[src/pci_settings.svh]
`ifndef PCI_SETTINGS_SVH
`define PCI_SETTINGS_SVH

// Program memory depth in 32-bit words
`define PCI_MEM_WORDS 1024

// Cycles from OP_RUN to core reset release, used when the command count is zero
`define PCI_RESET_CYCLES 16

// Value returned by OP_READ_ID
`define PCI_ID 32'h5043_4931

`endif

[src/ctrl_regs.sv]
`timescale 1ns/10ps

`include "pci_settings.svh"

module ctrl_regs (
    input  logic        clk_core,
    input  logic        arst_n_i,
    input  logic        run_pulse_i,
    input  logic [27:0] run_cycles_i,
    input  logic        halt_pulse_i,
    output logic        core_run_o,
    output logic        core_rst_o,
    output logic [31:0] harness_id_o
);

    localparam logic [27:0] DEFAULT_DELAY = 28'(`PCI_RESET_CYCLES);
    localparam logic [31:0] HARNESS_ID    = `PCI_ID;

    logic        run_q;
    logic [27:0] cnt_q;    // zero when no release is pending
    logic [27:0] load_val;

    assign load_val = (run_cycles_i == 28'h0) ? DEFAULT_DELAY : run_cycles_i;

    always_ff @(posedge clk_core or negedge arst_n_i) begin
        if (!arst_n_i) begin
            run_q <= 1'b0;
            cnt_q <= 28'h0;
        end else if (halt_pulse_i) begin
            // Halt wins over everything, including a pending release
            run_q <= 1'b0;
            cnt_q <= 28'h0;
        end else if (run_pulse_i && !run_q) begin
            cnt_q <= load_val;
        end else if (cnt_q != 28'h0) begin
            cnt_q <= cnt_q - 28'h1;
            if (cnt_q == 28'h1) begin
                run_q <= 1'b1;  // release on expiry
            end
        end
    end

    // Reset and run state move together
    assign core_run_o   = run_q;
    assign core_rst_o   = ~run_q;
    assign harness_id_o = HARNESS_ID;

endmodule

[config.mk]
export PLATFORM = sky130hd
export DESIGN_NAME = ctrl_regs
export DESIGN_NICKNAME = d
export VERILOG_FILES = /design/src/ctrl_regs.sv
export VERILOG_INCLUDE_DIRS = /design/src
export SDC_FILE = /design/constraint.sdc
export NUM_CORES = 1
export LEC_CHECK = 0
export BUFFER_PORTS_ARGS = -buffer_cell sky130_fd_sc_hd__buf_2
export CAP_MARGIN = 20
export CORE_ASPECT_RATIO = 1.25
export CORE_MARGIN = 3
export CORE_UTILIZATION = 51
export CTS_CLUSTER_SIZE = 12
export DETAILED_ROUTE_END_ITERATION = 16
export GPL_ROUTABILITY_DRIVEN = 0
export MAX_ROUTING_LAYER = met4
export PLACE_DENSITY = 0.9
export RECOVER_POWER = 25
export SETUP_SLACK_MARGIN = 0.4
export SLEW_MARGIN = 20
export SYNTH_ARGS = -nofsm -noshare
export SYNTH_HDL_FRONTEND = slang
export SYNTH_SLANG_ARGS = --single-unit
[constraint.sdc]
create_clock -name clk_core -period 3.14 [get_ports clk_core]
set_input_delay 0 -clock clk_core [delete_from_list [all_inputs] [get_ports clk_core]]
set_output_delay 0 -clock clk_core [all_outputs]
set_load 0.02 [all_outputs]
==> results.md <==
* Critical path startpoint category: flip-flop
* GRT Overall Usage at 21.39%
* Core footprint at around 3800 um^2
* CTS clk-pin slew, worst paths at 0.07 ns
* Critical path type: flip-flop to flip-flop
* Yosys reg bits at 29
* Vias at 1790
* TritonCTS clock tree: done
* Cells along the critical path: inv_1, ha_1, or4b_1, or3_1, or3_1, or3_1, a31oi_1
* Rows at 25
* RSZ-0062 raised after global routing: no
* Power, Total at 0.9858 mW
* Setup TNS after final layout at 0 ns
* Post-Synthesis Cells at between 200 and 250
* Vias in the first global route at 1792
* Post-synthesis cell type count at 34
* CP Launch Point: cnt_q[0]
* CTS sink cnt at 29
* Die area at 4774 um^2
* DP Worst Slack at 0.5712 ns
* Initial antenna violation count at 0
* Largest area contributor in the netlist: dfrtp_1
* Final setup viols at 0
* Peak supply drop at 263.6 uV
* Layout cells sized above 1 at 16.61%
* Post-Route WL at 4699 um
* Top FF cell, synth: dfrtp_1
* Crit-path max FO at 9
* Chip width at 62.41 um
* Fillers at 362
* Most Frequent Cell on Critical Path: or3_1
* Worst Skew at 0.009884 ns
* Pwr dens at 431.3 nW/um^2
* Final hold vios at 2
* Slowest CP cell: or3_1
* Inserted Diodes at 0
* Max-Cap Viols at 1
* Max_slew headroom at -3.817%
* Launch point of the worst reg-to-reg path: cnt_q[0]
* Final worst setup slack at 0.5553 ns
* Leak at approximately 0.97 nW
* Asr flop ratio synth at 100.0%
* Clock Tree Root: clkbuf_8
* Violated checks: hold timing, capacitance limit, slew limit
* Avg WL per Cell at between 10 and 15 um
* IO Pins at 66
* Largest net degree at the start of global routing at 32
* Die height at 76.51 um
* Top cell type's share of synthesized area at 35.78%
* Synth area leaders: dfrtp_1, buf_4, xnor2_1
* Worst path arrival time at 2.80 ns
* Hold crit path type: input pin to flip-flop
* Max Buffers Root-to-Sink at 2
* Final ANT Viol Nets at 0
* Placed inst area at 2121 um^2
* Min-delay src: run_cycles_i[18]
* Post-route cell area at roughly 2300 um^2
* Flop-to-flop setup slack at about 0.56 ns
* Global route overflow at 0
* Result of the run: complete, but fails checks
* Fin crit period at 2.585 ns
* HPWL Detailed at 3482 um
* Top post-synthesis cells by count: nor2_1, buf_4, dfrtp_1
* First-pass GRT wire length at 7941 um
* Ys Warns at 0
* Synthesized area at around 2000 um^2
* Period Utilization, post-route at 82.31%
* Drt drc at 0
* Critical Path RT at 3.35 ns
* CP Capture Type: flip-flop
* Hold Slack at -0.003037 ns
* Most common cell in the synthesized netlist: nor2_1
* Area delta synth->final at 12.71%
* Initial DRC Count at 66
* Worst stage delay on the critical path at 0.47 ns
* Seq/Total Area, Yosys at 35.78%
* EDFF count, synth at 0
* H-tree Lvls at 2
* Fmax achieved at 386.9 MHz
* DR vias/cell at approximately 5.4
* Buffers added on ports at 33
* Mapped Avg Cell Area at 8.594 um^2
* Max Slew Vio Count at 30
* Top delay family on crit path: simple AND/OR/NAND/NOR gates
* Clk_lat worst skew at 0.29 ns
* Nets@finish at 311
* WP buf/inv at 1
* CTS buffer count at 5
* Layout Utilization at between 50 and 60%
* Post-CTS Setup Inserts at 0
* Slew at the pin with the worst max-slew slack at approximately 1.6 ns
* First-pass DRT Iterations at 4
* Initial core utilization at 53.15%
==> worst min-delay path: stages <==
cell and delay, ns:
buf_2 0.11, nor2_1 0.09, a211oi_1 0.05
==> metrics by stage <==
stage | instances | hold slack (ns)
3_3_place_gp | 315 | 0.05653
2_1_floorplan | 266 | -0.2956
4_1_cts | 331 | 0.004628
6_report | 331 | -0.003037
5_1_grt | 331 | 0.01373
3_5_place_dp | 315 | 0.06562
==> layer usage <==
metal / up-vias / part of all wire, % / GRT usage, %
met5: - / 0 / -
met3: 12 / 5.9 / 6.195
met1: 849 / 40 / 23.78
li1: 861 / - / -
met4: 0 / 2.0 / 7.726
met2: 68 / 52 / 36.29
==> sequential cells by signal, indices dropped and copies added (netlist names) <==
register,cells
core_run_o,1
cnt_q,28
==> final timing paths <==
kind	endpoint	depth (start not counted)
worst max-delay path	cnt_q[12]	7
worst min-delay path	cnt_q[18]	3
worst max register to register	cnt_q[12]	7
worst min register to register	cnt_q[1]	2
max in group asynchronous	cnt_q[11]	2
min in group asynchronous	cnt_q[25]	2
==> cell type report <==
class / count / area, um^2 / area share (%)
clock buffers: 5 / 68.82 / 3.010
clock inverters: 3 / 17.52 / 0.7663
inverters: 5 / 18.77 / 0.8210
multi-input cells: 190 / 1114 / 48.71
flip-flops and latches: 29 / 725.7 / 31.75
well taps: 54 / 67.56 / 2.956
repair buffers: 45 / 274.0 / 11.99
==> what timing repair did <==
action,4_1_cts,5_1_grt
hold buffers,8,0
endpoints found under the setup margin,0,0
resized for setup,0,0
hold endpoints to repair,38,0
==> layout by cell type, fill, tap and decap left out, types with 7 or more instances in the layout <==
cell / Yosys / final
nor2_1: 35 / 35
conb_1: 2 / 32
buf_2: 4 / 32
dfrtp_1: 29 / 29
xnor2_1: 22 / 22
a211oi_1: 20 / 20
nor3_1: 16 / 16
nor4_1: 14 / 14
dlygate4sd3_1: 0 / 8
nand2_1: 7 / 7
==> kinds of logic after synthesis <==
group | after synthesis | share of synthesized area, %
simple gates | 99 | 25.17
compound gates | 32 | 11.54
fa+ha+maj | 3 | 1.851
other cells | 2 | 0.3703
xor+xnor | 23 | 9.932
buf+inv | 47 | 14.87
flops | 29 | 35.78
mux | 1 | 0.4935
==> report_power, final <==
part | switching [mW] | internal [mW]
sequential | 0.0356 | 0.402
clock | 0.153 | 0.153
combinational | 0.148 | 0.0941
Power figures use the tool's default switching activity.
