**src/pci_settings.svh**
```systemverilog
`ifndef PCI_SETTINGS_SVH
`define PCI_SETTINGS_SVH

// Program memory depth in 32-bit words
`define PCI_MEM_WORDS 1024

// Cycles from OP_RUN to core reset release, used when the command count is zero
`define PCI_RESET_CYCLES 16

// Value returned by OP_READ_ID
`define PCI_ID 32'h5043_4931

`endif

```
**src/pci_pkg.sv**
```systemverilog
package pci_pkg;

    typedef enum logic [3:0] {
        OP_WRITE_MEM = 4'h1,
        OP_READ_MEM  = 4'h2,
        OP_RUN       = 4'h3,
        OP_HALT      = 4'h4,
        OP_READ_ID   = 4'h5
    } host_op_e;

    // Memory commands: word address in the low half
    typedef struct packed {
        host_op_e    op;
        logic [11:0] rsvd;
        logic [15:0] addr;
    } cmd_mem_t;

    // OP_RUN: release delay, zero selects the default
    typedef struct packed {
        host_op_e    op;
        logic [27:0] cycles;
    } cmd_ctrl_t;

    typedef union packed {
        cmd_mem_t  mem;
        cmd_ctrl_t ctrl;
    } cmd_word_u;

    typedef struct packed {
        cmd_word_u   word;
        logic [31:0] data;
    } host_cmd_t;

    typedef enum logic [1:0] {
        ST_OK     = 2'd0,
        ST_BUSY   = 2'd1,  // memory op while the core runs
        ST_BAD_OP = 2'd2
    } host_status_e;

    typedef struct packed {
        logic [31:0]  data;
        host_status_e status;
    } host_rsp_t;

    typedef struct packed {
        logic        cyc;
        logic        stb;
        logic        we;
        logic [31:0] adr;  // byte address
        logic [31:0] dat;
        logic [3:0]  sel;
    } wb_req_t;

    typedef struct packed {
        logic        ack;
        logic [31:0] dat;
    } wb_rsp_t;

endpackage

```
**src/native_to_wb.sv**
```systemverilog
`timescale 1ns/10ps

module native_to_wb (
    input  logic             clk_core,
    input  logic             arst_n_i,
    input  logic             mem_valid_i,
    input  logic [31:0]      mem_addr_i,
    input  logic [31:0]      mem_wdata_i,
    input  logic [3:0]       mem_wstrb_i,
    input  pci_pkg::wb_rsp_t wb_rsp_i,
    output logic             mem_ready_o,
    output logic [31:0]      mem_rdata_o,
    output pci_pkg::wb_req_t wb_req_o
);
    import pci_pkg::*;

    logic        pending_q;  // set from request until ready
    logic        cyc_q;
    logic        ready_q;
    logic        we_q;
    logic [31:0] adr_q;
    logic [31:0] dat_q;
    logic [3:0]  sel_q;
    logic [31:0] rdata_q;
    logic        start;

    assign start = mem_valid_i && !pending_q;

    always_ff @(posedge clk_core or negedge arst_n_i) begin
        if (!arst_n_i) begin
            pending_q <= 1'b0;
            cyc_q     <= 1'b0;
            ready_q   <= 1'b0;
        end else begin
            ready_q <= 1'b0;
            if (start) begin
                pending_q <= 1'b1;
                cyc_q     <= 1'b1;
            end else if (cyc_q && wb_rsp_i.ack) begin
                cyc_q   <= 1'b0;
                ready_q <= 1'b1;
            end else if (ready_q) begin
                pending_q <= 1'b0;  // core drops valid after ready
            end
        end
    end

    always_ff @(posedge clk_core) begin
        if (start) begin
            we_q  <= |mem_wstrb_i;
            adr_q <= mem_addr_i;
            dat_q <= mem_wdata_i;
            sel_q <= (|mem_wstrb_i) ? mem_wstrb_i : 4'hF;  // reads take the full word
        end
        if (cyc_q && wb_rsp_i.ack) begin
            rdata_q <= wb_rsp_i.dat;
        end
    end

    assign wb_req_o.cyc = cyc_q;
    assign wb_req_o.stb = cyc_q;
    assign wb_req_o.we  = we_q;
    assign wb_req_o.adr = adr_q;
    assign wb_req_o.dat = dat_q;
    assign wb_req_o.sel = sel_q;

    assign mem_ready_o = ready_q;
    assign mem_rdata_o = rdata_q;

endmodule

```
**config.mk**
```make
export PLATFORM = sky130hd
export DESIGN_NAME = native_to_wb
export DESIGN_NICKNAME = d
export VERILOG_FILES = /design/src/pci_settings.svh /design/src/pci_pkg.sv /design/src/native_to_wb.sv
export SDC_FILE = /design/constraint.sdc
export NUM_CORES = 1
export LEC_CHECK = 0
export BUFFER_PORTS_ARGS = -buffer_cell sky130_fd_sc_hd__buf_2
export CAP_MARGIN = 20
export CORE_MARGIN = 8
export CORE_UTILIZATION = 25
export CTS_CLUSTER_SIZE = 25
export DETAILED_ROUTE_END_ITERATION = 12
export PLACE_DENSITY = 0.57
export SYNTH_ARGS = -nofsm -noshare
export SYNTH_HDL_FRONTEND = slang
export SYNTH_SLANG_ARGS = --single-unit
```
**constraint.sdc**
```tcl
create_clock -name clk_core -period 7.35 [get_ports clk_core]
set_clock_uncertainty 0.15 [all_clocks]
set_input_delay 1.47 -clock clk_core [delete_from_list [all_inputs] [get_ports clk_core]]
set_output_delay 1.47 -clock clk_core [all_outputs]
set_load 0.01 [all_outputs]
```
==> results.tsv <==
stage	metric	value	unit
outcome	status	finished, final reports clean	
sta	max_freq	0.382	GHz
clocking	cts_made_buffers	9	
sta	hold_viol	0	
global_routing	grt_antenna_before_repair	1	
drt	via_per_inst	3.89	
sta	fin_crit	2.62	ns
synth	syn_area	3220	um2
setup_path	worstPathRequired	7.16	ns
run	drv_cap	0	
drt	route.detailed.drc	0	
finish	syn_to_final_growth	48.5	%
floorplan	core_area	12600	um2
synth	yosys-top-cells-count	edfxtp_1, o21bai_1, buf_4, dfrtp_1, or2_1	
power_and_ir_drop	switching_power	0.000257	W
sta	period_share	0.356	
drt	drt_wl_total	8.65	mm
floorplan	num_rows	41	
synth	synth_cell_type_count	11	
global_routing	gr-total-overflow	0	
setup_path	worstPathArrival	2.43	ns
floorplan	io_pins	208	
power_and_ir_drop	p_leak	1.98	nW
power_and_ir_drop	combinationalPowerShare	0.074	
synth	synthCells	122	
drt	firstDrtPassIters	4	
clocking	clkTransAtPathRegs	0.07	ns
clocking	worstSkewPairLatency	0.34	ns
power_and_ir_drop	pwr-share-seq	0.558	
synth	ys_seq_elements	104	
synth	yosys_warnings	0	
sta	max-slew-margin-rel	0.395	
drt	route.detailed.wl_per_inst	16.8	um
setup_path	startpoint	mem_valid_i	
synth	yosysMostFrequentCell	edfxtp_1	
finish	utilization	0.379	
setup_path	crit_slowest_cell	buf_4	
clocking	hold_buffers	0	
sta	setup_viol	0	
clocking	cts.sinks	104	
floorplan	die_h	129	um
synth	synthArstFlopShare	0.0288	
finish	nets	443	
clocking	cts_tree	yes	
synth	synthTopCellsByArea	edfxtp_1, dfrtp_1, o21bai_1	
global_routing	track_usage	0.100	
finish	drive_above_1_share	0.651	
synth	syn_nets	226	
finish	diodes	0	
setup_path	crit_type	in -> reg	
global_routing	grt_pass1_wl	12.2	mm
clocking	root_buffer	clkbuf_16	
synth	synth_edf_count	101	
synth	synth_ff_type	edfxtp_1	
sta	fin_tns_setup	0	ns
setup_path	rr_startpoint	pending_q$_DFFE_PN0P_	
setup_path	worstPathMaxFanout	71	
min_path	min_path_type	reg -> reg	
setup_path	crit_chain	buf_2 > nor2b_4 > buf_4	
sta	worstMarginPinSlew	0.908	ns
power_and_ir_drop	sw_frac_of_total	0.206	
clocking	htreeDepth	3	
synth	synth_top_area_share	0.942	
clocking	clockBufferDepth	2	
sta	finalMaxSlewViolations	0	
placement	port_buffers	207	
setup_path	reg2reg_setup_slack	5.54	ns
drt	vias	2006	
global_routing	grt_start_max_net_pins	72	
synth	ys_seq_area_frac	0.966	
sta	rsz0062_at_grt	no	
floorplan	start_util	0.255	
placement	gp_congestion	0.809	
global_routing	grt_pass1_vias	2194	
drt	drt_iter0_drc	80	
drt	antenna_left	0	
power_and_ir_drop	p_per_area	261	nW/um2
setup_path	r2r_cells	2	
power_and_ir_drop	ir_worst_vdd	102	uV
setup_path	slowest_delay	0.67	ns
placement	dp_hpwl	6.86	mm
clocking	cts_resized	0	
power_and_ir_drop	p_int	0.000990	W
setup_path	crit_end	dat_q[21]$_DFFE_PP_	
setup_path	cp-start-kind	input port	
floorplan	die_area	16800	um2
setup_path	reg2reg_to	dat_q[21]$_DFFE_PP_	
power_and_ir_drop	clkPwrFrac	0.368	
synth	avgSynthCellArea	26.4	um2
floorplan	die_w	129	um
setup_path	end_kind	flop	
clocking	post_cts_buffers	0	
synth	synth_top_area_cell	edfxtp_1	
-- layout by cell type, fill, tap and decap left out, drive strengths merged --
cell type and n:
a21o 1, nor2 2, buf 209, dfrtp 3
bufinv 1, o21bai 4, clkbuf 10, nand2 1
clkinvlp 1, clkinv 4, or2 3, edfxtp 101
nor2b 1, inv 2, a31oi 1
-- worst max-delay path, delay by kind of cell --
family / cells / cell delay [ns]
and+or+nand+nor: 1 / 0.12
buffers and inverters: 2 / 0.76
-- flip-flops by register name, indices dropped and copies added, names as in the netlist --
register     cells
adr_q           32
sel_q            4
we_q             1
dat_q           32
mem_rdata_o     32
pending_q        1
cyc_q            1
mem_ready_o      1
-- per-layer routing --
| metal | vias up | global-route usage | wire length (um) |
|---|---|---|---|
| li1 | 908 | - | - |
| met1 | 931 | 0.111 | 3350 |
| met2 | 151 | 0.150 | 3770 |
| met3 | 14 | 0.0567 | 1350 |
| met4 | 2 | 0.0553 | 176 |
| met5 | - | 0 | 13 |
-- how the worst min path moves through the flow --
| stage | start | endpoint | cells after the start |
|---|---|---|---|
| 6_report | mem_ready_o$_DFF_PN0_ | pending_q$_DFFE_PN0P_ | 1 |
| 3_5_place_dp | mem_ready_o$_DFF_PN0_ | pending_q$_DFFE_PN0P_ | 1 |
| 3_3_place_gp | mem_ready_o$_DFF_PN0_ | pending_q$_DFFE_PN0P_ | 1 |
| 2_1_floorplan | pending_q$_DFFE_PN0P_ | pending_q$_DFFE_PN0P_ | 1 |
| 5_1_grt | mem_ready_o$_DFF_PN0_ | pending_q$_DFFE_PN0P_ | 1 |
| 4_1_cts | mem_ready_o$_DFF_PN0_ | pending_q$_DFFE_PN0P_ | 1 |
-- power by group through the flow --
stage                     clock, W  sequential (W)  combinational (W)
after floorplan                  0        0.000725          0.0000193
after global placement           0        0.000708          0.0000913
after detailed placement         0        0.000709          0.0000930
after CTS                 0.000478        0.000696          0.0000928
after global routing      0.000501        0.000698           0.000102
final                     0.000459        0.000696          0.0000929
-- stage by stage --
step,total power [W],area (um2),setup WS (ns),hold slack (ns),instances
after floorplan,0.000744,3220,2.13,0.308,122
after global placement,0.000800,4460,4.34,0.296,499
after detailed placement,0.000802,4460,4.31,0.287,499
after CTS,0.00127,4750,4.68,0.306,515
after global routing,0.00130,4780,4.64,0.344,516
final,0.00125,4780,4.73,0.309,516
-- final cells by class --
class	instances	area, um2
fill	1206	7840
sequential	104	3110
timing repair buffer	209	1070
clock buffer	10	229
tap	172	215
multi-input combinational	13	87.6
clock inverter	6	60.1
inverter	2	7.51
-- kinds of logic after synthesis --
| kind of cell | after synthesis | synth area share |
|---|---|---|
| flip-flops | 104 | 0.966 |
| AO/OA/AOI/OAI | 6 | 0.0136 |
| buffers and inverters | 5 | 0.00933 |
| AND/OR/NAND/NOR | 7 | 0.0113 |
Note: power is estimated with default switching activity, not from simulation.
