`src/pci_settings.svh`:
```
`ifndef PCI_SETTINGS_SVH
`define PCI_SETTINGS_SVH

// Program memory depth in 32-bit words
`define PCI_MEM_WORDS 1024

// Cycles from OP_RUN to core reset release, used when the command count is zero
`define PCI_RESET_CYCLES 16

// Value returned by OP_READ_ID
`define PCI_ID 32'h5043_4931

`endif

```
`src/pci_pkg.sv`:
```
package pci_pkg;

    typedef enum logic [3:0] {
        OP_WRITE_MEM = 4'h1,
        OP_READ_MEM  = 4'h2,
        OP_RUN       = 4'h3,
        OP_HALT      = 4'h4,
        OP_READ_ID   = 4'h5
    } host_op_e;

    // Memory commands: word address in the low half
    typedef struct packed {
        host_op_e    op;
        logic [11:0] rsvd;
        logic [15:0] addr;
    } cmd_mem_t;

    // OP_RUN: release delay, zero selects the default
    typedef struct packed {
        host_op_e    op;
        logic [27:0] cycles;
    } cmd_ctrl_t;

    typedef union packed {
        cmd_mem_t  mem;
        cmd_ctrl_t ctrl;
    } cmd_word_u;

    typedef struct packed {
        cmd_word_u   word;
        logic [31:0] data;
    } host_cmd_t;

    typedef enum logic [1:0] {
        ST_OK     = 2'd0,
        ST_BUSY   = 2'd1,  // memory op while the core runs
        ST_BAD_OP = 2'd2
    } host_status_e;

    typedef struct packed {
        logic [31:0]  data;
        host_status_e status;
    } host_rsp_t;

    typedef struct packed {
        logic        cyc;
        logic        stb;
        logic        we;
        logic [31:0] adr;  // byte address
        logic [31:0] dat;
        logic [3:0]  sel;
    } wb_req_t;

    typedef struct packed {
        logic        ack;
        logic [31:0] dat;
    } wb_rsp_t;

endpackage

```
`src/host_link.sv`:
```
`timescale 1ns/10ps

module host_link (
    input  logic                clk_core,
    input  logic                arst_n_i,
    input  logic                host_req_i,
    input  pci_pkg::host_cmd_t  host_cmd_i,
    input  logic                core_run_i,
    input  logic [31:0]         harness_id_i,
    input  pci_pkg::wb_rsp_t    wb_rsp_i,
    output logic                host_ack_o,
    output pci_pkg::host_rsp_t  host_rsp_o,
    output logic                run_pulse_o,
    output logic [27:0]         run_cycles_o,
    output logic                halt_pulse_o,
    output pci_pkg::wb_req_t    wb_req_o
);
    import pci_pkg::*;

    typedef enum logic [1:0] {
        S_IDLE,
        S_EXEC,
        S_WAIT_ACK,
        S_RELEASE
    } state_e;

    state_e    state_q;
    host_cmd_t cmd_q;
    host_rsp_t rsp_q;
    logic      ack_q;
    logic      cyc_q;
    logic      run_pulse_q;
    logic      halt_pulse_q;

    // Command held for the whole transaction
    always_ff @(posedge clk_core) begin
        if (state_q == S_IDLE && host_req_i) begin
            cmd_q <= host_cmd_i;
        end
    end

    always_ff @(posedge clk_core or negedge arst_n_i) begin
        if (!arst_n_i) begin
            state_q      <= S_IDLE;
            rsp_q        <= '0;
            ack_q        <= 1'b0;
            cyc_q        <= 1'b0;
            run_pulse_q  <= 1'b0;
            halt_pulse_q <= 1'b0;
        end else begin
            run_pulse_q  <= 1'b0;  // strobes last one cycle
            halt_pulse_q <= 1'b0;
            case (state_q)
                S_IDLE: begin
                    if (host_req_i) begin
                        state_q <= S_EXEC;
                    end
                end
                S_EXEC: begin
                    state_q <= S_RELEASE;
                    ack_q   <= 1'b1;
                    rsp_q   <= '{data: 32'h0, status: ST_OK};
                    case (cmd_q.word.mem.op)
                        OP_WRITE_MEM, OP_READ_MEM: begin
                            if (core_run_i) begin
                                rsp_q.status <= ST_BUSY;  // memory belongs to the core
                            end else begin
                                ack_q   <= 1'b0;
                                cyc_q   <= 1'b1;
                                state_q <= S_WAIT_ACK;
                            end
                        end
                        OP_RUN:     run_pulse_q  <= 1'b1;
                        OP_HALT:    halt_pulse_q <= 1'b1;
                        OP_READ_ID: rsp_q.data   <= harness_id_i;
                        default:    rsp_q.status <= ST_BAD_OP;
                    endcase
                end
                S_WAIT_ACK: begin
                    if (wb_rsp_i.ack) begin
                        cyc_q   <= 1'b0;
                        ack_q   <= 1'b1;
                        state_q <= S_RELEASE;
                        rsp_q   <= '{data: 32'h0, status: ST_OK};
                        if (cmd_q.word.mem.op == OP_READ_MEM) begin
                            rsp_q.data <= wb_rsp_i.dat;
                        end
                    end else if (core_run_i) begin
                        // Core took the memory before our access was served
                        cyc_q   <= 1'b0;
                        ack_q   <= 1'b1;
                        state_q <= S_RELEASE;
                        rsp_q   <= '{data: 32'h0, status: ST_BUSY};
                    end
                end
                S_RELEASE: begin
                    if (!host_req_i) begin
                        ack_q   <= 1'b0;
                        state_q <= S_IDLE;
                    end
                end
                default: state_q <= S_IDLE;
            endcase
        end
    end

    assign host_ack_o   = ack_q;
    assign host_rsp_o   = rsp_q;
    assign run_pulse_o  = run_pulse_q;
    assign halt_pulse_o = halt_pulse_q;
    assign run_cycles_o = cmd_q.word.ctrl.cycles;

    assign wb_req_o.cyc = cyc_q;
    assign wb_req_o.stb = cyc_q;
    assign wb_req_o.we  = (cmd_q.word.mem.op == OP_WRITE_MEM);
    assign wb_req_o.adr = {14'h0, cmd_q.word.mem.addr, 2'b00};  // word to byte address
    assign wb_req_o.dat = cmd_q.data;
    assign wb_req_o.sel = 4'hF;

endmodule

```
`config.mk`:
```
export PLATFORM = sky130hd
export DESIGN_NAME = host_link
export DESIGN_NICKNAME = d
export VERILOG_FILES = /design/src/pci_settings.svh /design/src/pci_pkg.sv /design/src/host_link.sv
export SDC_FILE = /design/constraint.sdc
export NUM_CORES = 1
export LEC_CHECK = 0
export BUFFER_PORTS_ARGS = -buffer_cell sky130_fd_sc_hd__buf_2
export CELL_PAD_IN_SITES_DETAIL_PLACEMENT = 1
export CELL_PAD_IN_SITES_GLOBAL_PLACEMENT = 1
export CORE_UTILIZATION = 30
export DETAILED_ROUTE_END_ITERATION = 6
export PLACE_DENSITY_LB_ADDON = 0.1
export SYNTH_ARGS = -nofsm -noshare
export SYNTH_HDL_FRONTEND = slang
export SYNTH_SLANG_ARGS = --single-unit
```
`constraint.sdc`:
```
create_clock -name clk_core -period 2.7 [get_ports clk_core]
set_input_delay 0.54 -clock clk_core [delete_from_list [all_inputs] [get_ports clk_core]]
set_output_delay 0.54 -clock clk_core [all_outputs]
set_load 0.01 [all_outputs]
```
==> results.sh, run 1 <==
export IMPL_status="complete, no violations"
export IMPL_port_buffers=248
export IMPL_antenna_found_initial=2
export IMPL_drc=0
export IMPL_cts_made_buffers=9
export IMPL_rsz0062_at_grt="false"
export IMPL_grt_max_degree=65
export IMPL_grt_remaining_overflow=0
export IMPL_hold_slack_ns=0.351
export IMPL_first_global_vias=3521
export IMPL_core_area_sq_um=16100
export IMPL_drive_gt1_frac=0.483
export IMPL_yosys_area_top_type="edfxtp_1"
export IMPL_clock_latency_ns=0.34
export IMPL_slew_violations=0
export IMPL_hold_viol=0
export IMPL_synth_area_top_cells="edfxtp_1 (39%), dfrtp_1 (20%), buf_4 (15%)"
export IMPL_finalSetupTns_ns=0
export IMPL_synth_edf_count=64
export IMPL_worstPathArrival_ns=2.41
export IMPL_layoutNonFillerInstCount=791
export IMPL_post_cts_buffers=0
export IMPL_fin_util=0.378
export IMPL_fin_ws_ns=0.499
export IMPL_dieWidth_microns=131
export IMPL_die_area_sq_um=17100
export IMPL_maxSlewHeadroom=0.344
export IMPL_dpl_worst_slack_ns=0.475
export IMPL_path_max_fanout=21
export IMPL_clkTransAtPathRegs_ns=0.07
export IMPL_reg2reg_from="state_q[1]$_DFFE_PN0P_"
export IMPL_powerDensity_nw_per_um2=983
export IMPL_vias=3609
export IMPL_async_flop_share=0.385
export IMPL_grt_use_total=0.160
export IMPL_clock_sinks=104
export IMPL_start_kind="flop"
export IMPL_ys_seq_elements=104
export IMPL_synth_area_sq_um=4970
export IMPL_worst_slew_pin_slew_ns=0.983
export IMPL_rows=46
export IMPL_drt_iter0_drc=133
export IMPL_syn_inst=410
export IMPL_fmax_ghz=0.454
export IMPL_hold_path_class="in -> async"
export IMPL_yosysWarnings=0
export IMPL_ctsHoldBuffers=0
export IMPL_htree_levels=3
export IMPL_finalSetupViolCount=0
export IMPL_wl_microns=14000
export IMPL_die_y_microns=131
export IMPL_crit_type="reg -> reg"
export IMPL_root_buffer="clkbuf_16"
export IMPL_cts_tree="yes"
export IMPL_cts_max_path_buffers=2
export IMPL_cts_resized_gates=0
export IMPL_rrSetupSlack_ns=0.50
export IMPL_seq_area_frac_synth=0.588
export IMPL_fin_crit_sh=0.815
export IMPL_synth_area_per_cell_sq_um=12.1
export IMPL_synthFlopType="edfxtp_1"
export IMPL_synth_cell_types=38
export IMPL_wl_per_cell_microns=17.7
export IMPL_fin_crit_ns=2.20
export IMPL_cap_violations=0
export IMPL_peakVddDrop_v=0.000338
export IMPL_nets=705
export IMPL_worstSetupEndpointType="flop"
export IMPL_start_util=0.310
export IMPL_leakage_nw=2.63
export IMPL_grt_pass1_wl_microns=20300
export IMPL_drtAntennaViolNets=0
export IMPL_skew_ns=0.00854
export IMPL_dp_cells=772
export IMPL_drt_pass1_iter_count=4
export IMPL_rr_endpoint="host_rsp_o[23]$_DFFE_PN0P_"
export IMPL_place_congestion=0.753
export IMPL_io_pins=269
export IMPL_worst_ep_required_time_ns=2.91
export IMPL_viasPerCell=4.56
export IMPL_dp_hpwl_microns=10100
export IMPL_netlist_area_leader_share=0.387
export IMPL_r2r_cells=6
export IMPL_syn2layout_area_growth_pct=22.1
-- layout make-up --
| class | count | area (sq um) |
|---|---|---|
| Inverter | 5 | 18.8 |
| Tap cell | 216 | 270 |
| Timing Repair Buffer | 256 | 1310 |
| Antenna cell | 3 | 7.51 |
| Multi-Input combinational cell | 191 | 1210 |
| Clock buffer | 9 | 225 |
| Sequential cell | 104 | 2920 |
| Fill cell | 1872 | 9990 |
| Clock inverter | 7 | 101 |
-- layout by cell type, fill, tap and decap left out, types with 3 or more instances in the layout --
master	instances
dfrtp_1	40
a31oi_1	31
edfxtp_1	64
conb_1	20
nand3_1	32
nand4b_1	33
ha_1	5
inv_1	5
o211ai_1	4
clkbuf_16	9
diode_2	3
a21oi_1	35
buf_4	7
buf_2	248
-- per-stage QoR --
step / instance area, sq um / total power [mW]
after global placement: 5740 / 4.56
final: 6070 / 5.97
after floorplan: 5040 / 4.00
after CTS: 6060 / 6.09
after global routing: 6070 / 6.40
after detailed placement: 5740 / 4.63
-- worst max-delay path: stages (launching register included) --
cell and delay, ns:
dfrtp_1 0.44, inv_1 0.17, ha_1 0.33, or2_1 0.16, and2_1 0.49, buf_4 0.36
a31oi_1 0.12
-- report_power, final --
group	total [mW]	leakage [nW]	internal [mW]	switching, mW
combinational	2.12	1.39	0.830	1.29
sequential	2.41	1.08	2.19	0.227
clock	1.44	0.160	0.825	0.610
-- state kept, by name, indices dropped and copies added (netlist names) --
signal        cells
cyc_q             1
host_ack_o        1
state_q           2
run_cycles_o     28
run_pulse_o       1
host_rsp_o       34
wb_req_o         32
halt_pulse_o      1
cmd_q             4
-- routing by layer --
| layer | global-route usage | part of all wire | up-vias |
|---|---|---|---|
| li1 | - | - | 1704 |
| met1 | 0.198 | 0.41 | 1730 |
| met2 | 0.259 | 0.48 | 166 |
| met3 | 0.0566 | 0.10 | 9 |
| met4 | 0.0548 | 0.010 | 0 |
| met5 | 0 | 0 | - |
-- worst max path at each step --
stage                                             to  slack (ns)  cells after the start                    from
after CTS                 host_rsp_o[23]$_DFFE_PN0P_        0.45                      6  state_q[1]$_DFFE_PN0P_
after detailed placement  host_rsp_o[23]$_DFFE_PN0P_        0.48                      6  state_q[1]$_DFFE_PN0P_
final                     host_rsp_o[23]$_DFFE_PN0P_        0.50                      6  state_q[1]$_DFFE_PN0P_
after global placement    host_rsp_o[18]$_DFFE_PN0P_        0.58                      6  state_q[1]$_DFFE_PN0P_
after global routing      host_rsp_o[26]$_DFFE_PN0P_        0.26                      6  state_q[1]$_DFFE_PN0P_
after floorplan                  cmd_q[60]$_DFFE_PP_        0.06                      3  state_q[1]$_DFFE_PN0P_
-- cells in the mapped netlist, types with 2 or more instances --
master and number:
buf_4 98, edfxtp_1 64, dfrtp_1 40, a21oi_1 35, nand4b_1 33, nand3_1 32
a31oi_1 31, clkbuf_1 15, buf_2 9, buf_6 5, ha_1 5, inv_1 5
o211ai_1 4, nor2_1 3, a22oi_1 2, and2_1 2, and4b_1 2, conb_1 2
nand2_1 2, nor3_1 2, or3_1 2
-- cells by family after synthesis --
| family | count (synthesis) | share of synthesized area |
|---|---|---|
| buffers and inverters | 133 | 0.184 |
| adder cells (fa/ha/maj) | 5 | 0.0126 |
| other | 2 | 0.00151 |
| multiplexers | 1 | 0.00201 |
| flip-flops | 104 | 0.588 |
| AND/OR/NAND/NOR | 85 | 0.115 |
| XOR/XNOR | 1 | 0.00176 |
| AO/OA/AOI/OAI | 79 | 0.0946 |
Note: power is estimated with default switching activity, not from simulation.
==> inputs of run 2 (changes only) <==
ABC_AREA = 1   (was not set)
clock period = 1.83 ns   (was 2.7 ns; I/O delays follow)
==> results.sh, run 2 <==
export IMPL_status="complete, but fails checks"
export IMPL_violations="DRC"
export IMPL_crit_slowest_cell="dfrtp_1"
export IMPL_fmax_ghz=0.595
export IMPL_clock_sinks=104
export IMPL_skew_ns=0.0104
export IMPL_leakage_nw=3.00
export IMPL_peakVddDrop_v=0.000492
export IMPL_seq_power_share=0.424
export IMPL_start_kind="flop"
export IMPL_viasPerCell=4.37
export IMPL_yosysWarnings=0
export IMPL_crit_type="reg -> reg"
export IMPL_drtAntennaViolNets=0
export IMPL_fin_util=0.376
export IMPL_synth_cell_types=25
export IMPL_synth_area_sq_um=5050
export IMPL_maxSlewHeadroom=0.601
export IMPL_worstPathArrival_ns=1.92
export IMPL_worst_slew_pin_slew_ns=0.597
export IMPL_grt_remaining_overflow=0
export IMPL_hold_path_end="wb_req_o[7]$_DFFE_PP_"
export IMPL_power_frac_clock=0.232
export IMPL_crit_family="simple AND/OR/NAND/NOR gates"
export IMPL_fin_ws_ns=0.151
export IMPL_slowest_delay_ns=0.44
export IMPL_clkTransAtPathRegs_ns=0.07
export IMPL_rsz0062_at_grt="false"
export IMPL_io_pins=269
export IMPL_dp_hpwl_microns=10700
export IMPL_worst_path_buf_inv=1
export IMPL_place_congestion=0.836
export IMPL_root_buffer="clkbuf_16"
export IMPL_hold_viol=0
export IMPL_clock_latency_ns=0.35
export IMPL_port_buffers=248
export IMPL_cts_tree="yes"
export IMPL_nets=797
export IMPL_die_y_microns=132
export IMPL_num_fill_cells=1962
export IMPL_grt_max_degree=65
export IMPL_largest_reg_flops=34
export IMPL_intPower_mw=4.77
export IMPL_fin_crit_sh=0.918
export IMPL_hold_path_class="in -> reg"
export IMPL_powerDensity_nw_per_um2=1210
export IMPL_reg2reg_from="state_q[0]$_DFFE_PN0P_"
export IMPL_netlist_area_leader_share=0.380
export IMPL_synth_area_per_cell_sq_um=10.4
export IMPL_cts_max_path_buffers=2
export IMPL_vias=3872
export IMPL_synthFlopType="edfxtp_1"
export IMPL_ys_seq_elements=104
export IMPL_wl_per_cell_microns=15.6
export IMPL_min_path_cells=1
export IMPL_switching_share=0.367
export IMPL_path_max_fanout=7
export IMPL_hold_slack_ns=0.189
export IMPL_cp_common_cell="nand2_1"
export IMPL_worstSetupEndpointType="flop"
export IMPL_antenna_found_initial=1
export IMPL_synth_common_cells="nand2_1 (117), buf_4 (102), edfxtp_1 (64)"
export IMPL_r2r_cells=8
export IMPL_async_flop_share=0.385
export IMPL_drive_gt1_frac=0.440
export IMPL_fin_crit_ns=1.68
export IMPL_cap_violations=0
export IMPL_seq_area_frac_synth=0.578
export IMPL_combPwrFrac=0.344
export IMPL_core_area_sq_um=16500
export IMPL_worst_ep_required_time_ns=2.07
export IMPL_start_util=0.306
export IMPL_final_common_cell="buf_2"
export IMPL_synth_area_top_cells="edfxtp_1 (38%), dfrtp_1 (20%), buf_4 (15%)"
export IMPL_grt_pass1_wl_microns=21500
export IMPL_drt_iter0_drc=112
export IMPL_dieWidth_microns=132
export IMPL_rows=47
export IMPL_die_area_sq_um=17400
export IMPL_first_global_vias=3934
export IMPL_path_cells="inv_2 > ha_2 > nand2_1 > nand2_1 > nor2_1 > nand3_1 > nand2_1 > nand2_1"
export IMPL_grt_use_total=0.162
export IMPL_layout_common_cells="buf_2 (248), nand2_1 (116), edfxtp_1 (64)"
export IMPL_syn2layout_area_growth_pct=23.0
export IMPL_synth_edf_count=64
export IMPL_slew_violations=0
export IMPL_yosys_area_top_type="edfxtp_1"
export IMPL_wl_microns=13800
export IMPL_post_cts_buffers=0
export IMPL_dpl_worst_slack_ns=-0.0102
export IMPL_rrSetupSlack_ns=0.15
export IMPL_rr_endpoint="state_q[0]$_DFFE_PN0P_"
export IMPL_p_switching_mw=2.77
export IMPL_cts_made_buffers=9
export IMPL_finalSetupViolCount=0
export IMPL_drc=8
export IMPL_yosysMostFrequentCell="nand2_1"
export IMPL_hp_start="host_cmd_i[3]"
export IMPL_drt_pass1_iter_count=6
export IMPL_htree_levels=3
export IMPL_syn_inst=488
[run 2: cell count changes in the layout (fill, tap and decap cells not counted), moves of 5 or more]
| cell | delta |
|---|---|
| a21oi_1 | -33 |
| a31oi_1 | -31 |
| inv_2 | +5 |
| nand2_1 | +114 |
| nand3_1 | +6 |
| nand4_1 | +33 |
| nand4b_1 | -33 |
| nor2_1 | +7 |
| o21ai_1 | +28 |
[run 2: power groups by stage]
stage                     Combinational, mW  Sequential (mW)  Clock [mW]
after floorplan                        1.87             3.30           0
after global placement                 2.55             3.24           0
after detailed placement               2.61             3.25           0
after CTS                              2.62             3.21        1.84
after global routing                   2.86             3.24        1.92
final                                  2.59             3.20        1.75
[run 2: worst register-to-register path, delay by kind of cell, from the launching register on]
family	cells	cell delay, ns
adders and majority gates	1	0.24
buffers and inverters	1	0.09
DFF	1	0.44
and+or+nand+nor	6	0.82
[run 2: layout make-up]
cell class / instances / area [sq um] / area share
clock buffer: 12 / 236 / 0.0380
inverter: 14 / 63.8 / 0.0103
sequential: 104 / 2920 / 0.470
timing repair buffer: 264 / 1420 / 0.228
antenna: 2 / 5.00 / 0.000805
clock inverter: 4 / 23.8 / 0.00382
tap: 220 / 275 / 0.0443
multi-input combinational: 266 / 1270 / 0.205
[run 2: logic make-up after synthesis]
group,after synthesis,share of synthesized area
AO/OA/AOI/OAI,37,0.0376
buffers and inverters,136,0.187
flip-flops,104,0.578
AND/OR/NAND/NOR,204,0.183
adder cells (fa/ha/maj),5,0.0124
other,2,0.00149
[run 2: worst max path at each step]
stage	from	endpoint	slack (ns)	cells after the start
after floorplan	state_q[0]$_DFFE_PN0P_	cmd_q[60]$_DFFE_PP_	-0.16	4
final	state_q[0]$_DFFE_PN0P_	state_q[0]$_DFFE_PN0P_	0.15	8
after CTS	state_q[0]$_DFFE_PN0P_	host_rsp_o[12]$_DFFE_PN0P_	0.02	7
after global routing	state_q[0]$_DFFE_PN0P_	host_rsp_o[9]$_DFFE_PN0P_	0.03	7
after global placement	state_q[0]$_DFFE_PN0P_	cyc_q$_DFFE_PN0P_	0.06	9
after detailed placement	state_q[0]$_DFFE_PN0P_	cyc_q$_DFFE_PN0P_	-0.01	9
[run 2: per-layer routing]
| layer | vias up | GRT usage | routed length (microns) |
|---|---|---|---|
| met1 | 1813 | 0.203 | 5850 |
| met4 | 0 | 0.0736 | 340 |
| met5 | - | 0 | 0 |
| met3 | 20 | 0.0358 | 947 |
| li1 | 1867 | - | - |
| met2 | 172 | 0.267 | 6680 |
[run 2: repair_timing]
item                                   4_1_cts  5_1_grt
hold buffers                                 1        0
gates resized for setup                      1        3
setup endpoints to repair                    1       28
endpoints found under the hold margin       17        0
[run 2: per-stage QoR]
stage	power, mW	instance area (sq um)	TNS (ns)	std cells
2_1_floorplan	5.16	5140	-10.14	506
3_3_place_gp	5.79	5930	0	867
3_5_place_dp	5.86	5930	-0.0102	867
4_1_cts	7.67	6200	0	884
5_1_grt	8.03	6210	0	885
6_report	7.54	6220	0	886
==> inputs of run 3 (changes only) <==
==> constraint.sdc (replaced) <==
create_clock -name clk_core -period 1.83 [get_ports clk_core]
set_input_delay 0.4575 -clock clk_core [delete_from_list [all_inputs] [get_ports clk_core]]
set_output_delay 0.4575 -clock clk_core [all_outputs]
set_load 0.01 [all_outputs]
==> results.sh, run 3 (same netlist as run 2, synthesis figures left out) <==
export IMPL_skew_ns=0.0122
export IMPL_finalSetupViolCount=0
export IMPL_wl_per_cell_microns=15.8
export IMPL_rrSetupSlack_ns=0.11
export IMPL_fin_crit_sh=0.940
export IMPL_final_common_cell="buf_2"
export IMPL_hold_viol=0
export IMPL_drc=0
export IMPL_die_area_sq_um=17400
export IMPL_wl_met3_microns=817
export IMPL_die_y_microns=132
export IMPL_worstPathArrival_ns=1.95
export IMPL_diodes=0
export IMPL_wl_met2_microns=6960
export IMPL_leakage_nw=3.01
export IMPL_cts_tree="yes"
export IMPL_dp_hpwl_microns=10700
export IMPL_grt_pass1_wl_microns=21800
export IMPL_drive_gt1_frac=0.442
export IMPL_critical_path_depth=9
export IMPL_reg2reg_from="state_q[0]$_DFFE_PN0P_"
export IMPL_root_buffer="clkbuf_16"
export IMPL_first_global_vias=4039
export IMPL_clock_sinks=104
export IMPL_power_frac_clock=0.252
export IMPL_grt_remaining_overflow=0
export IMPL_clkTransAtPathRegs_ns=0.07
export IMPL_port_buffers=248
export IMPL_start_kind="flop"
export IMPL_layoutNonFillerInstCount=883
export IMPL_r2r_cells=9
export IMPL_vias=3925
export IMPL_io_pins=269
export IMPL_rsz0062_at_grt="false"
export IMPL_crit_slowest_cell="dfrtp_1"
export IMPL_dp_cells=865
export IMPL_worstSetupEndpointType="flop"
export IMPL_largest_reg_flops=34
export IMPL_worst_ep_required_time_ns=2.06
export IMPL_p_switching_mw=2.82
export IMPL_fin_area_sq_um=6240
export IMPL_grt_max_degree=65
export IMPL_switching_share=0.365
export IMPL_seq_power_share=0.413
export IMPL_fmax_ghz=0.581
export IMPL_clock_latency_ns=0.35
export IMPL_rows=47
export IMPL_dieWidth_microns=132
export IMPL_combPwrFrac=0.335
export IMPL_layout_common_cells="buf_2 (248), nand2_1 (116), edfxtp_1 (64)"
export IMPL_slew_violations=0
export IMPL_intPower_mw=4.92
export IMPL_syn2layout_area_growth_pct=23.5
export IMPL_status="complete, no violations"
export IMPL_drt_iter0_drc=110
export IMPL_antenna_found_initial=0
export IMPL_maxUsedRoutingLayer="met4"
export IMPL_grt_use_total=0.161
export IMPL_worst_path_buf_inv=3
export IMPL_cts_made_buffers=9
export IMPL_drtAntennaViolNets=0
export IMPL_htree_levels=3
export IMPL_place_congestion=0.775
export IMPL_hold_path_class="in -> async"
export IMPL_powerDensity_nw_per_um2=1240
export IMPL_wl_microns=14000
export IMPL_rr_endpoint="cyc_q$_DFFE_PN0P_"
export IMPL_nets=796
export IMPL_core_area_sq_um=16500
export IMPL_cap_violations=0
export IMPL_drt_met1_wl_microns=6010
export IMPL_slowest_delay_ns=0.44
export IMPL_cts_max_path_buffers=2
export IMPL_crit_type="reg -> reg"
export IMPL_start_util=0.306
export IMPL_path_max_fanout=36
export IMPL_fin_crit_ns=1.72
export IMPL_viasPerCell=4.45
export IMPL_crit_family="flip-flops"
export IMPL_path_cells="inv_2 > ha_2 > inv_2 > nand2_2 > nand2_4 > inv_6 > nand3_1 > nand2_1 > nand2_1"
export IMPL_placement_cell_area_sq_um=5920
export IMPL_drt_pass1_iter_count=6
export IMPL_peakVddDrop_v=0.000491
run 3: cell count changes in the layout (fill, tap and decap cells not counted), sizes merged:
cell	before	now
clkbuf	12	10
diode	2	0
bufinv	0	1
clkinv	3	2
clkinvlp	1	2
dlygate4sd3	1	0
inv	14	15
run 3: what timing repair did:
| action | 4_1_cts | 5_1_grt |
|---|---|---|
| resized for setup | 1 | 4 |
| endpoints found under the setup margin | 1 | 28 |
| buffers inserted | 0 | 2 |
| hold buffers | 0 | 0 |
run 3: per-layer routing:
layer | global-route usage | up-vias
li1 | - | 1868
met1 | 0.199 | 1872
met2 | 0.280 | 173
met3 | 0.0331 | 12
met4 | 0.0543 | 0
met5 | 0 | -
run 3: worst max path at each step:
stage | from | end | slack (ns)
detailed placement | state_q[0]$_DFFE_PN0P_ | cyc_q$_DFFE_PN0P_ | -0.03
finish | state_q[0]$_DFFE_PN0P_ | cyc_q$_DFFE_PN0P_ | 0.11
CTS | state_q[0]$_DFFE_PN0P_ | host_rsp_o[33]$_DFFE_PN0P_ | 0.001
global route | state_q[0]$_DFFE_PN0P_ | cyc_q$_DFFE_PN0P_ | 0.006
floorplan | state_q[0]$_DFFE_PN0P_ | cmd_q[60]$_DFFE_PP_ | -0.16
global placement | state_q[0]$_DFFE_PN0P_ | cyc_q$_DFFE_PN0P_ | 0.07
run 3: layout make-up:
| cell class | count | area (sq um) |
|---|---|---|
| fillers | 1962 | 10300 |
| flip-flops and latches | 104 | 2920 |
| repair buffers | 263 | 1410 |
| multi-input cells | 266 | 1280 |
| well taps | 220 | 275 |
| clock buffers | 10 | 229 |
| clock inverters | 6 | 66.3 |
| inverters | 14 | 61.3 |
run 3: power groups by stage:
stage                     logic, mW  registers [mW]  clock network, mW
final                          2.60            3.19               1.95
after global routing           2.87            3.24               2.09
after CTS                      2.62            3.20               2.02
after detailed placement       2.60            3.25                  0
after global placement         2.54            3.24                  0
after floorplan                1.87            3.30                  0
run 3: metrics by stage:
step                utilization  hold WS [ns]  power [mW]  setup TNS (ns)  setup WS (ns)
floorplan                     -         0.162        5.16          -10.14         -0.158
global placement          0.358         0.425        5.78               0         0.0658
detailed placement        0.358         0.433        5.85         -0.0304        -0.0304
CTS                       0.376        0.0589        7.84               0        0.00149
global route              0.378        0.0787        8.20               0        0.00552
finish                    0.378        0.0582        7.74               0          0.110
